## src/logic/exu_pkg.sv

```systemverilog
package exu_pkg;

    localparam int XLEN_DEFAULT = 64;

    typedef enum logic [4:0] {
        OP_ADD    = 5'd0,
        OP_SUB    = 5'd1,
        OP_PASS_A = 5'd2,
        OP_PASS_B = 5'd3,
        OP_XOR    = 5'd4,
        OP_OR     = 5'd5,
        OP_AND    = 5'd6,
        OP_SLL    = 5'd7,
        OP_SRL    = 5'd8,
        OP_SRA    = 5'd9,
        OP_SLT    = 5'd10,
        OP_SLTU   = 5'd11,
        OP_EQ     = 5'd12,
        OP_GE     = 5'd13,
        OP_GEU    = 5'd14,
        OP_MUL    = 5'd15, // low half of product only
        OP_DIV    = 5'd16,
        OP_DIVU   = 5'd17,
        OP_REM    = 5'd18,
        OP_REMU   = 5'd19
    } exu_op_e;

    // operand a source
    typedef enum logic {
        SEL_A_PC  = 1'b0,
        SEL_A_RS1 = 1'b1
    } exu_sel_a_e;

    // operand b source, 2'b11 unused
    typedef enum logic [1:0] {
        SEL_B_RS2 = 2'd0,
        SEL_B_IMM = 2'd1,
        SEL_B_CSR = 2'd2
    } exu_sel_b_e;

    // ops handled by the iterative units
    function automatic logic is_multicycle(exu_op_e op);
        return op inside {OP_MUL, OP_DIV, OP_DIVU, OP_REM, OP_REMU};
    endfunction

endpackage

```

## src/logic/exu_alu.sv

```systemverilog
`timescale 1ns/100ps

module exu_alu #(
    parameter int XLEN = exu_pkg::XLEN_DEFAULT
) (
    input  logic [XLEN-1:0]    pc,
    input  logic [XLEN-1:0]    rs1,
    input  logic [XLEN-1:0]    rs2,
    input  logic [XLEN-1:0]    imm,
    input  logic [XLEN-1:0]    csr,
    input  exu_pkg::exu_sel_a_e sel_a,
    input  exu_pkg::exu_sel_b_e sel_b,
    input  logic               word,
    input  exu_pkg::exu_op_e   op,
    output logic [XLEN-1:0]    a,
    output logic [XLEN-1:0]    b,
    output logic [XLEN-1:0]    alu_res
);
    import exu_pkg::*;

    logic [5:0]      shamt;
    logic [31:0]     sra_w;
    logic [XLEN-1:0] sra_d;

    always_comb begin
        if (sel_a == SEL_A_RS1) begin
            a = word ? {{(XLEN-32){1'b0}}, rs1[31:0]} : rs1;
        end else begin
            a = pc;
        end
    end

    always_comb begin
        case (sel_b)
            SEL_B_RS2: b = rs2;
            SEL_B_IMM: b = imm;
            SEL_B_CSR: b = csr;
            default:   b = '0;
        endcase
    end

    assign shamt = b[5:0];
    assign sra_w = $signed(a[31:0]) >>> shamt; // 32-bit arithmetic shift for word ops
    assign sra_d = $signed(a) >>> shamt;

    always_comb begin
        case (op)
            OP_ADD:    alu_res = a + b;
            OP_SUB:    alu_res = a - b;
            OP_PASS_A: alu_res = a;
            OP_PASS_B: alu_res = b;
            OP_XOR:    alu_res = a ^ b;
            OP_OR:     alu_res = a | b;
            OP_AND:    alu_res = a & b;
            OP_SLL:    alu_res = a << shamt;
            OP_SRL:    alu_res = a >> shamt;
            OP_SRA:    alu_res = word ? {{(XLEN-32){1'b0}}, sra_w} : sra_d;
            OP_SLT:    alu_res = {{(XLEN-1){1'b0}}, $signed(a) < $signed(b)};
            OP_SLTU:   alu_res = {{(XLEN-1){1'b0}}, a < b};
            OP_EQ:     alu_res = {{(XLEN-1){1'b0}}, a == b};
            OP_GE:     alu_res = {{(XLEN-1){1'b0}}, $signed(a) >= $signed(b)};
            OP_GEU:    alu_res = {{(XLEN-1){1'b0}}, a >= b};
            default:   alu_res = '0; // mul/div come from the iterative units
        endcase
    end

endmodule

```

## src/logic/exu_ctrl.sv

```systemverilog
`timescale 1ns/100ps

module exu_ctrl #(
    parameter int XLEN        = exu_pkg::XLEN_DEFAULT,
    parameter int RES_CREDITS = 2
) (
    input  logic             clk,
    input  logic             rst_n,
    input  logic             flush,
    input  logic             in_valid,
    input  exu_pkg::exu_op_e op,
    input  logic [XLEN-1:0]  alu_res,
    input  logic [XLEN-1:0]  mul_prod,
    input  logic [XLEN-1:0]  div_result,
    input  logic             mul_done,
    input  logic             div_done,
    input  logic             res_credit,
    output exu_pkg::exu_op_e op_q,
    output logic             mul_start,
    output logic             div_start,
    output logic             div_signed,
    output logic             want_rem,
    output logic             res_valid,
    output logic             issue_credit,
    output logic [XLEN-1:0]  res_data
);
    import exu_pkg::*;

    localparam int CW = $clog2(RES_CREDITS + 1);

    typedef enum logic [1:0] {S_IDLE, S_WAIT_UNIT, S_HOLD} state_e;

    state_e          state;
    logic [CW-1:0]   credits;
    logic [XLEN-1:0] hold_q;
    logic            send;

    // a returning credit can be spent in the same cycle
    assign send = (state == S_HOLD) && !flush && ((credits != '0) || res_credit);

    always_ff @(posedge clk or negedge rst_n) begin
        if (!rst_n) begin
            credits <= CW'(RES_CREDITS);
        end else if (res_credit && !send) begin
            credits <= credits + 1'b1;
        end else if (send && !res_credit) begin
            credits <= credits - 1'b1;
        end
    end

    always_ff @(posedge clk or negedge rst_n) begin
        if (!rst_n) begin
            state        <= S_IDLE;
            op_q         <= OP_ADD;
            mul_start    <= 1'b0;
            div_start    <= 1'b0;
            div_signed   <= 1'b0;
            want_rem     <= 1'b0;
            res_valid    <= 1'b0;
            issue_credit <= 1'b0;
        end else begin
            mul_start    <= 1'b0;
            div_start    <= 1'b0;
            issue_credit <= 1'b0;
            res_valid    <= send;
            if (flush) begin
                if (state != S_IDLE || in_valid) issue_credit <= 1'b1; // op discarded
                state <= S_IDLE;
            end else begin
                case (state)
                    S_IDLE: if (in_valid) begin
                        op_q <= op;
                        if (op == OP_MUL) begin
                            mul_start <= 1'b1;
                            state     <= S_WAIT_UNIT;
                        end else if (is_multicycle(op)) begin
                            div_start  <= 1'b1;
                            div_signed <= (op == OP_DIV) || (op == OP_REM);
                            want_rem   <= (op == OP_REM) || (op == OP_REMU);
                            state      <= S_WAIT_UNIT;
                        end else begin
                            state <= S_HOLD;
                        end
                    end
                    S_WAIT_UNIT: if (mul_done || div_done) state <= S_HOLD;
                    default: if (send) begin
                        issue_credit <= 1'b1;
                        state        <= S_IDLE;
                    end
                endcase
            end
        end
    end

    always_ff @(posedge clk) begin
        if (state == S_WAIT_UNIT && (mul_done || div_done)) begin
            hold_q <= mul_done ? mul_prod : div_result;
        end
        if (send) begin
            res_data <= is_multicycle(op_q) ? hold_q : alu_res; // alu operands stay latched
        end
    end

endmodule

```

## src/logic/exu_div.sv

```systemverilog
`timescale 1ns/100ps

module exu_div #(
    parameter int XLEN = exu_pkg::XLEN_DEFAULT
) (
    input  logic            clk,
    input  logic            rst_n,
    input  logic            flush,
    input  logic            start,
    input  logic            is_signed,
    input  logic            want_rem,
    input  logic [XLEN-1:0] a,
    input  logic [XLEN-1:0] b,
    output logic            done,
    output logic [XLEN-1:0] result
);
    localparam int CW = $clog2(XLEN);

    typedef enum logic [1:0] {D_IDLE, D_RUN, D_FIX} dstate_e;

    dstate_e         state;
    logic [CW-1:0]   cnt;
    logic            neg_a;
    logic            neg_b;
    logic            div_zero;
    logic            overflow;
    logic [XLEN-1:0] abs_a;
    logic [XLEN-1:0] abs_b;
    logic [XLEN-1:0] spec_res;
    logic [XLEN-1:0] quo;
    logic [XLEN-1:0] rem;
    logic [XLEN-1:0] dvs;
    logic            q_neg;
    logic            r_neg;
    logic            rem_sel;
    logic [XLEN:0]   r_sh;
    logic            ge;

    assign neg_a    = is_signed & a[XLEN-1];
    assign neg_b    = is_signed & b[XLEN-1];
    assign abs_a    = neg_a ? -a : a;
    assign abs_b    = neg_b ? -b : b;
    assign div_zero = (b == '0);
    assign overflow = is_signed && (a == {1'b1, {(XLEN-1){1'b0}}}) && (&b);

    // RISC-V results for the two special cases
    always_comb begin
        if (div_zero) spec_res = want_rem ? a : '1;
        else          spec_res = want_rem ? '0 : a;
    end

    assign r_sh = {rem, quo[XLEN-1]};
    assign ge   = (r_sh >= {1'b0, dvs});

    always_ff @(posedge clk or negedge rst_n) begin
        if (!rst_n) begin
            state <= D_IDLE;
            cnt   <= '0;
            done  <= 1'b0;
        end else begin
            done <= 1'b0;
            if (flush) begin
                state <= D_IDLE;
            end else begin
                case (state)
                    D_IDLE: if (start) begin
                        if (div_zero || overflow) begin
                            done <= 1'b1; // no iterations needed
                        end else begin
                            state <= D_RUN;
                            cnt   <= '0;
                        end
                    end
                    D_RUN: begin
                        cnt <= cnt + 1'b1;
                        if (cnt == CW'(XLEN - 1)) state <= D_FIX;
                    end
                    default: begin
                        state <= D_IDLE;
                        done  <= 1'b1;
                    end
                endcase
            end
        end
    end

    always_ff @(posedge clk) begin
        case (state)
            D_IDLE: if (start) begin
                quo     <= abs_a;
                rem     <= '0;
                dvs     <= abs_b;
                q_neg   <= neg_a ^ neg_b;
                r_neg   <= neg_a; // remainder follows dividend
                rem_sel <= want_rem;
                result  <= spec_res;
            end
            D_RUN: begin
                rem <= ge ? XLEN'(r_sh - {1'b0, dvs}) : r_sh[XLEN-1:0];
                quo <= {quo[XLEN-2:0], ge};
            end
            default: begin
                result <= rem_sel ? (r_neg ? -rem : rem) : (q_neg ? -quo : quo);
            end
        endcase
    end

endmodule

```

## src/logic/exu_mul.sv

```systemverilog
`timescale 1ns/100ps

module exu_mul #(
    parameter int XLEN = exu_pkg::XLEN_DEFAULT
) (
    input  logic            clk,
    input  logic            rst_n,
    input  logic            flush,
    input  logic            start,
    input  logic [XLEN-1:0] a,
    input  logic [XLEN-1:0] b,
    output logic            done,
    output logic [XLEN-1:0] prod
);
    localparam int STEPS = XLEN / 2;
    localparam int CW    = $clog2(STEPS);

    logic            busy;
    logic [CW-1:0]   cnt;
    logic            last;
    logic [XLEN-1:0] mcand;
    logic [XLEN-1:0] mplier;
    logic [XLEN-1:0] acc;
    logic [XLEN-1:0] partial;

    assign last = (cnt == CW'(STEPS - 1));

    // two multiplier bits per step
    always_comb begin
        partial = '0;
        if (mplier[0]) partial = partial + mcand;
        if (mplier[1]) partial = partial + {mcand[XLEN-2:0], 1'b0};
    end

    always_ff @(posedge clk or negedge rst_n) begin
        if (!rst_n) begin
            busy <= 1'b0;
            cnt  <= '0;
            done <= 1'b0;
        end else begin
            done <= 1'b0;
            if (flush) begin
                busy <= 1'b0;
            end else if (start) begin
                busy <= 1'b1;
                cnt  <= '0;
            end else if (busy) begin
                cnt <= cnt + 1'b1;
                if (last) begin
                    busy <= 1'b0;
                    done <= 1'b1;
                end
            end
        end
    end

    always_ff @(posedge clk) begin
        if (start) begin
            mcand  <= a;
            mplier <= b;
            acc    <= '0;
        end else if (busy) begin
            acc    <= acc + partial;
            mcand  <= mcand << 2;
            mplier <= mplier >> 2;
        end
    end

    assign prod = acc; // stable once busy drops

endmodule

```

## src/logic/exu_top.sv

```systemverilog
`timescale 1ns/100ps

module exu_top #(
    parameter int XLEN        = exu_pkg::XLEN_DEFAULT,
    parameter int RES_CREDITS = 2
) (
    input  logic                clk,
    input  logic                rst_n,
    input  logic                flush,
    input  logic                in_valid,
    input  exu_pkg::exu_op_e    op,
    input  logic [XLEN-1:0]     pc,
    input  logic [XLEN-1:0]     rs1,
    input  logic [XLEN-1:0]     rs2,
    input  logic [XLEN-1:0]     imm,
    input  logic [XLEN-1:0]     csr,
    input  exu_pkg::exu_sel_a_e sel_a,
    input  exu_pkg::exu_sel_b_e sel_b,
    input  logic                word,
    input  logic                res_credit,
    output logic                issue_credit,
    output logic                res_valid,
    output logic [XLEN-1:0]     res_data
);
    import exu_pkg::*;

    logic [XLEN-1:0] pc_q, rs1_q, rs2_q, imm_q, csr_q;
    exu_sel_a_e      sel_a_q;
    exu_sel_b_e      sel_b_q;
    logic            word_q;
    exu_op_e         op_q;
    logic [XLEN-1:0] a, b, alu_res, mul_prod, div_result;
    logic            mul_start, mul_done, div_start, div_done, div_signed, want_rem;

    // operands held until the next issue
    always_ff @(posedge clk) begin
        if (in_valid) begin
            pc_q    <= pc;
            rs1_q   <= rs1;
            rs2_q   <= rs2;
            imm_q   <= imm;
            csr_q   <= csr;
            sel_a_q <= sel_a;
            sel_b_q <= sel_b;
            word_q  <= word;
        end
    end

    exu_ctrl #(.XLEN(XLEN), .RES_CREDITS(RES_CREDITS)) u_ctrl (
        .clk(clk), .rst_n(rst_n), .flush(flush), .in_valid(in_valid), .op(op),
        .alu_res(alu_res), .mul_prod(mul_prod), .div_result(div_result),
        .mul_done(mul_done), .div_done(div_done), .res_credit(res_credit),
        .op_q(op_q), .mul_start(mul_start), .div_start(div_start),
        .div_signed(div_signed), .want_rem(want_rem), .res_valid(res_valid),
        .issue_credit(issue_credit), .res_data(res_data)
    );

    exu_alu #(.XLEN(XLEN)) u_alu (
        .pc(pc_q), .rs1(rs1_q), .rs2(rs2_q), .imm(imm_q), .csr(csr_q),
        .sel_a(sel_a_q), .sel_b(sel_b_q), .word(word_q), .op(op_q),
        .a(a), .b(b), .alu_res(alu_res)
    );

    exu_mul #(.XLEN(XLEN)) u_mul (
        .clk(clk), .rst_n(rst_n), .flush(flush), .start(mul_start),
        .a(a), .b(b), .done(mul_done), .prod(mul_prod)
    );

    exu_div #(.XLEN(XLEN)) u_div (
        .clk(clk), .rst_n(rst_n), .flush(flush), .start(div_start),
        .is_signed(div_signed), .want_rem(want_rem), .a(a), .b(b),
        .done(div_done), .result(div_result)
    );

endmodule

```

## config.mk

```make
export PLATFORM = sky130hd
export DESIGN_NAME = exu_top
export DESIGN_NICKNAME = d
export VERILOG_FILES = /design/src/logic/exu_pkg.sv /design/src/logic/exu_alu.sv /design/src/logic/exu_ctrl.sv /design/src/logic/exu_div.sv /design/src/logic/exu_mul.sv /design/src/logic/exu_top.sv
export SDC_FILE = /design/constraint.sdc
export NUM_CORES = 2
export LEC_CHECK = 0
export ABC_CLOCK_PERIOD_IN_PS = 10290
export CAP_MARGIN = 15
export CORE_UTILIZATION = 45
export DETAILED_ROUTE_END_ITERATION = 8
export DONT_BUFFER_PORTS = 1
export PLACE_DENSITY = 0.71
export SLEW_MARGIN = 20
export SYNTH_ARGS = -nofsm -noshare
export SYNTH_HDL_FRONTEND = slang
export SYNTH_SLANG_ARGS = --single-unit
```

## constraint.sdc

```tcl
create_clock -name clk -period 10.29 [get_ports clk]
set_clock_uncertainty 0.2 [all_clocks]
set_input_delay 2.058 -clock clk [delete_from_list [all_inputs] [get_ports clk]]
set_output_delay 2.058 -clock clk [all_outputs]
set_load 0.1 [all_outputs]
```

==> metrics.md <==
| Metric | Value |
|---|---|
| Syn_nets | `around 9500` |
| Most frequent cells after synthesis | `970 x nor2_1, 924 x a21oi_1, 839 x edfxtp_1, 677 x nand2_1, 581 x o21ai_0` |
| Post-synth EDFFs | `approximately 840` |
| CTS Hold Bufs | `0` |
| Pleak | `between 30 and 40 nW` |
| Initial Utilization | `0.454` |
| Fmax | `129 MHz` |
| DP Worst Slack | `~2.8 ns` |
| Synth Area in Compound Gates | `0.243` |
| IO Pins | `400` |
| Final #Nets | `around 9300` |
| Slew @ Worst Pin | `between 1 and 1.5 ns` |
| Filler cells | `15900` |
| Worst-path clk slew | `approximately 0.08 ns` |
| Adder and majority gate portion of the synthesized area | `0.0718` |
| First-pass GRT wire length | `slightly below 600 mm` |
| DRC errors left | `0` |
| Max_slew headroom | `0.0754` |
| Post-synthesis cell type count | `99` |
| Largest area contributor in the netlist | `edfxtp_1` |
| Die Footprint | `around 0.17 mm²` |
| Post-synthesis simple-gate area fraction | `0.155` |
| ANT nets after route | `0` |
| Max-cap viol count | `0` |
| CP Capture Type | `flip-flop` |
| Vias in the first global route | `approximately 69000` |
| Crit path time final | `7.76 ns` |
| Synth warn | `0` |
| Final setup violation count | `0` |
| Area after DPL | `0.0793 mm²` |
| Setup ws final | `2.53 ns` |
| GRT Util Overall | `0.489` |
| Pwr Density | `~180 mW/mm²` |
| Mux cell area share after synthesis | `0.0726` |
| Share of post-route cells with drive strength above 1 | `0.0892` |
| Vias | `slightly below 80000` |
| Hold Slack | `around 0.32 ns` |
| Area grow syn2layout | `9.06%` |
| Post-CTS setup-driven buffer insertion count | `0` |
| Fin. Hold Viols | `0` |
| Insertion delay to the later sink of the worst-skew pair | `0.83 ns` |
| Die width | `around 410 µm` |
| Sequential area share after synthesis | `0.358` |
| Top-count cell post-synth | `nor2_1` |
| Prevailing post-synth register cell | `edfxtp_1` |
| Post-synthesis xor/xnor area fraction | `0.0514` |
| Yosys top cell area share | `0.331` |
| Post-CTS resize count | `0` |
| Setup Total Neg Slack | `0 ns` |
| Final WL | `between 400 and 500 mm` |
| Tot Pwr | `~15 mW` |
| CTS tree | `done` |
| Arrival time worst endpoint | `roughly 8 ns` |
| Largest net degree at the start of global routing | `roughly 330` |
| Vias per cell | `approximately 7.1` |
| RSZ-0062 raised after global routing | `no` |
| Synth area leaders | `edfxtp_1 33%, ha_1 6.2%, a21oi_1 6.1%` |
| CORE AREA | `between 0.15 and 0.2 mm²` |
| Initial antenna violation count | `53` |
| Final period util | `0.754` |
| Die height | `413 µm` |
| CTS max path bufs | `3` |
| Fin area | `approximately 0.083 mm²` |
| Min-delay worst type | `reg2reg` |
| Routed len/inst | `a little under 40 µm` |
| Seq cells post-synth | `between 900 and 1000` |
| Worst Setup Start Kind | `flip-flop` |
| Gate Count Post-Synth | `approximately 8800` |
| PortBufs | `0` |
| Required @ worst endpoint | `10.65 ns` |
| Clk sinks | `between 900 and 1000` |
| Clock H-tree levels | `3` |
| Largest family of logic cells by synthesized area | `compound AO/OA/AOI/OAI gates` |
| Post-synth ARST share | `0.0332` |
| DP Wirelength | `approximately 330 mm` |
| CTS root buf | `clkbuf_16` |
| Synthesized area | `about 0.076 mm²` |
| Grt ovf | `0` |
| Worst Path Max Fanout | `41` |
| Initial DRC Count | `about 13000` |
| WS Path Type | `reg2reg` |
| Total CTS buffers | `~100` |
| Syn_area_per_cell | `8.68 µm²` |
| Worst vdd ir | `around 180 µV` |
| Pre-Repair DR Iteration Count | `9` |
| Final Slew Violations | `0` |
| Rows | `150` |
| Status | `finished clean` |
| GP Congestion | `roughly 1.1` |
-- logic make-up after synthesis --
| kind of cell | count (synthesis) |
|---|---|
| compound gates | 2913 |
| simple gates | 2551 |
| buf+inv | 943 |
| flops | 934 |
| mux | 536 |
| xor+xnor | 447 |
| fa+ha+maj | 443 |
-- area by class of cell --
| class | count | area, µm² | area share |
|---|---|---|---|
| Antenna cell | 49 | 123 | 0.00148 |
| Timing Repair Buffer | 301 | 2420 | 0.0292 |
| Multi-Input combinational cell | 6890 | 45600 | 0.550 |
| Tap cell | 2204 | 2760 | 0.0332 |
| Clock buffer | 123 | 2720 | 0.0327 |
| Clock inverter | 70 | 776 | 0.00935 |
| Inverter | 348 | 1320 | 0.0159 |
| Sequential cell | 934 | 27300 | 0.328 |
-- worst max-delay path: stages, from the launching register on --
cell and delay [ns]:
edfxtp_1 0.65, mux2i_4 0.30, buf_4 0.25, o21ai_4 0.18, buf_4 0.37, buf_4 0.63
ha_1 0.40, nand2b_1 0.11, a31o_2 0.30, o31ai_1 0.29, buf_4 0.22, a21o_1 0.30
a2111oi_0 0.16, nand3b_1 0.46, o211a_1 0.44, o21ai_0 0.84, nand3_1 0.21, and3_1 0.24
o22ai_1 0.68, nand3_1 0.16
-- power by group --
group,leakage [nW],internal (mW),total (mW),switching (mW)
Clock,1.68,2.18,3.95,1.77
Sequential,8.77,4.44,4.91,0.472
Combinational,21.4,1.65,6.15,4.51
Total,31.8,8.27,15.0,6.75
-- stage by stage --
step | util | std cells
4_1_cts | 0.494 | 10900
3_5_place_dp | 0.473 | 10700
5_1_grt | 0.495 | 10900
2_1_floorplan | - | 8767
3_3_place_gp | 0.472 | 10700
6_report | 0.495 | 10900
-- flip-flops by register name, indices dropped and copies added (netlist names), 2 cells and up --
signal	cells
rs1_q	64
sel_b_q	2
u_ctrl.hold_q	64
imm_q	64
u_ctrl.credits	2
u_div.cnt	6
u_mul.prod	64
u_mul.mcand	64
csr_q	64
u_div.rem	64
u_div.result	64
pc_q	64
u_ctrl.state	2
u_div.dvs	64
u_mul.cnt	5
u_div.state	2
u_mul.mplier	64
u_ctrl.op_q	5
rs2_q	64
u_ctrl.res_data	64
u_div.quo	64
-- per-layer routing --
metal / track usage / wire length (µm) / vias to the layer above / part of all wire
met5: 0 / 193 / - / 0.00045
met1: 0.618 / 162000 / 37600 / 0.38
met3: 0.173 / 57700 / 1240 / 0.13
li1: - / - / 32300 / -
met4: 0.364 / 38900 / 30 / 0.090
met2: 0.681 / 173000 / 5977 / 0.40
-- cell usage in the layout, fill, tap and decap left out, types with 79 or more instances in the layout --
master / instances
clkbuf_16: 106
nor2_1: 962
o21ai_0: 573
a22oi_1: 108
edfxtp_1: 839
xor2_1: 143
nand2_1: 672
ha_1: 376
a21oi_1: 913
xnor2_1: 304
mux2_2: 125
o211ai_1: 192
nor3_1: 138
nand4_1: 102
mux2i_1: 402
a21o_1: 187
inv_1: 326
buf_4: 287
nand3_1: 136
o31ai_1: 87
a211oi_1: 79
-- worst paths after layout --
| path | slack (ns) | endpoint | from | depth (start not counted) |
|---|---|---|---|---|
| max in group asynchronous | 8.93 | u_ctrl.credits[1]$_DFFE_PN1P_ | rst_n | 0 |
| worst max-delay path | 2.53 | u_ctrl.res_data[49]$_DFFE_PP_ | sel_b_q[1]$_DFFE_PP_ | 19 |
| worst max register to register | 2.53 | u_ctrl.res_data[49]$_DFFE_PP_ | sel_b_q[1]$_DFFE_PP_ | 19 |
| min in group asynchronous | 0.76 | u_div.cnt[2]$_DFFE_PN0P_ | rst_n | 0 |
| worst min register to register | 0.32 | u_div.cnt[5]$_DFFE_PN0P_ | u_div.cnt[5]$_DFFE_PN0P_ | 1 |
| worst min-delay path | 0.32 | u_div.cnt[5]$_DFFE_PN0P_ | u_div.cnt[5]$_DFFE_PN0P_ | 1 |
Note: power is estimated with default switching activity, not from simulation.
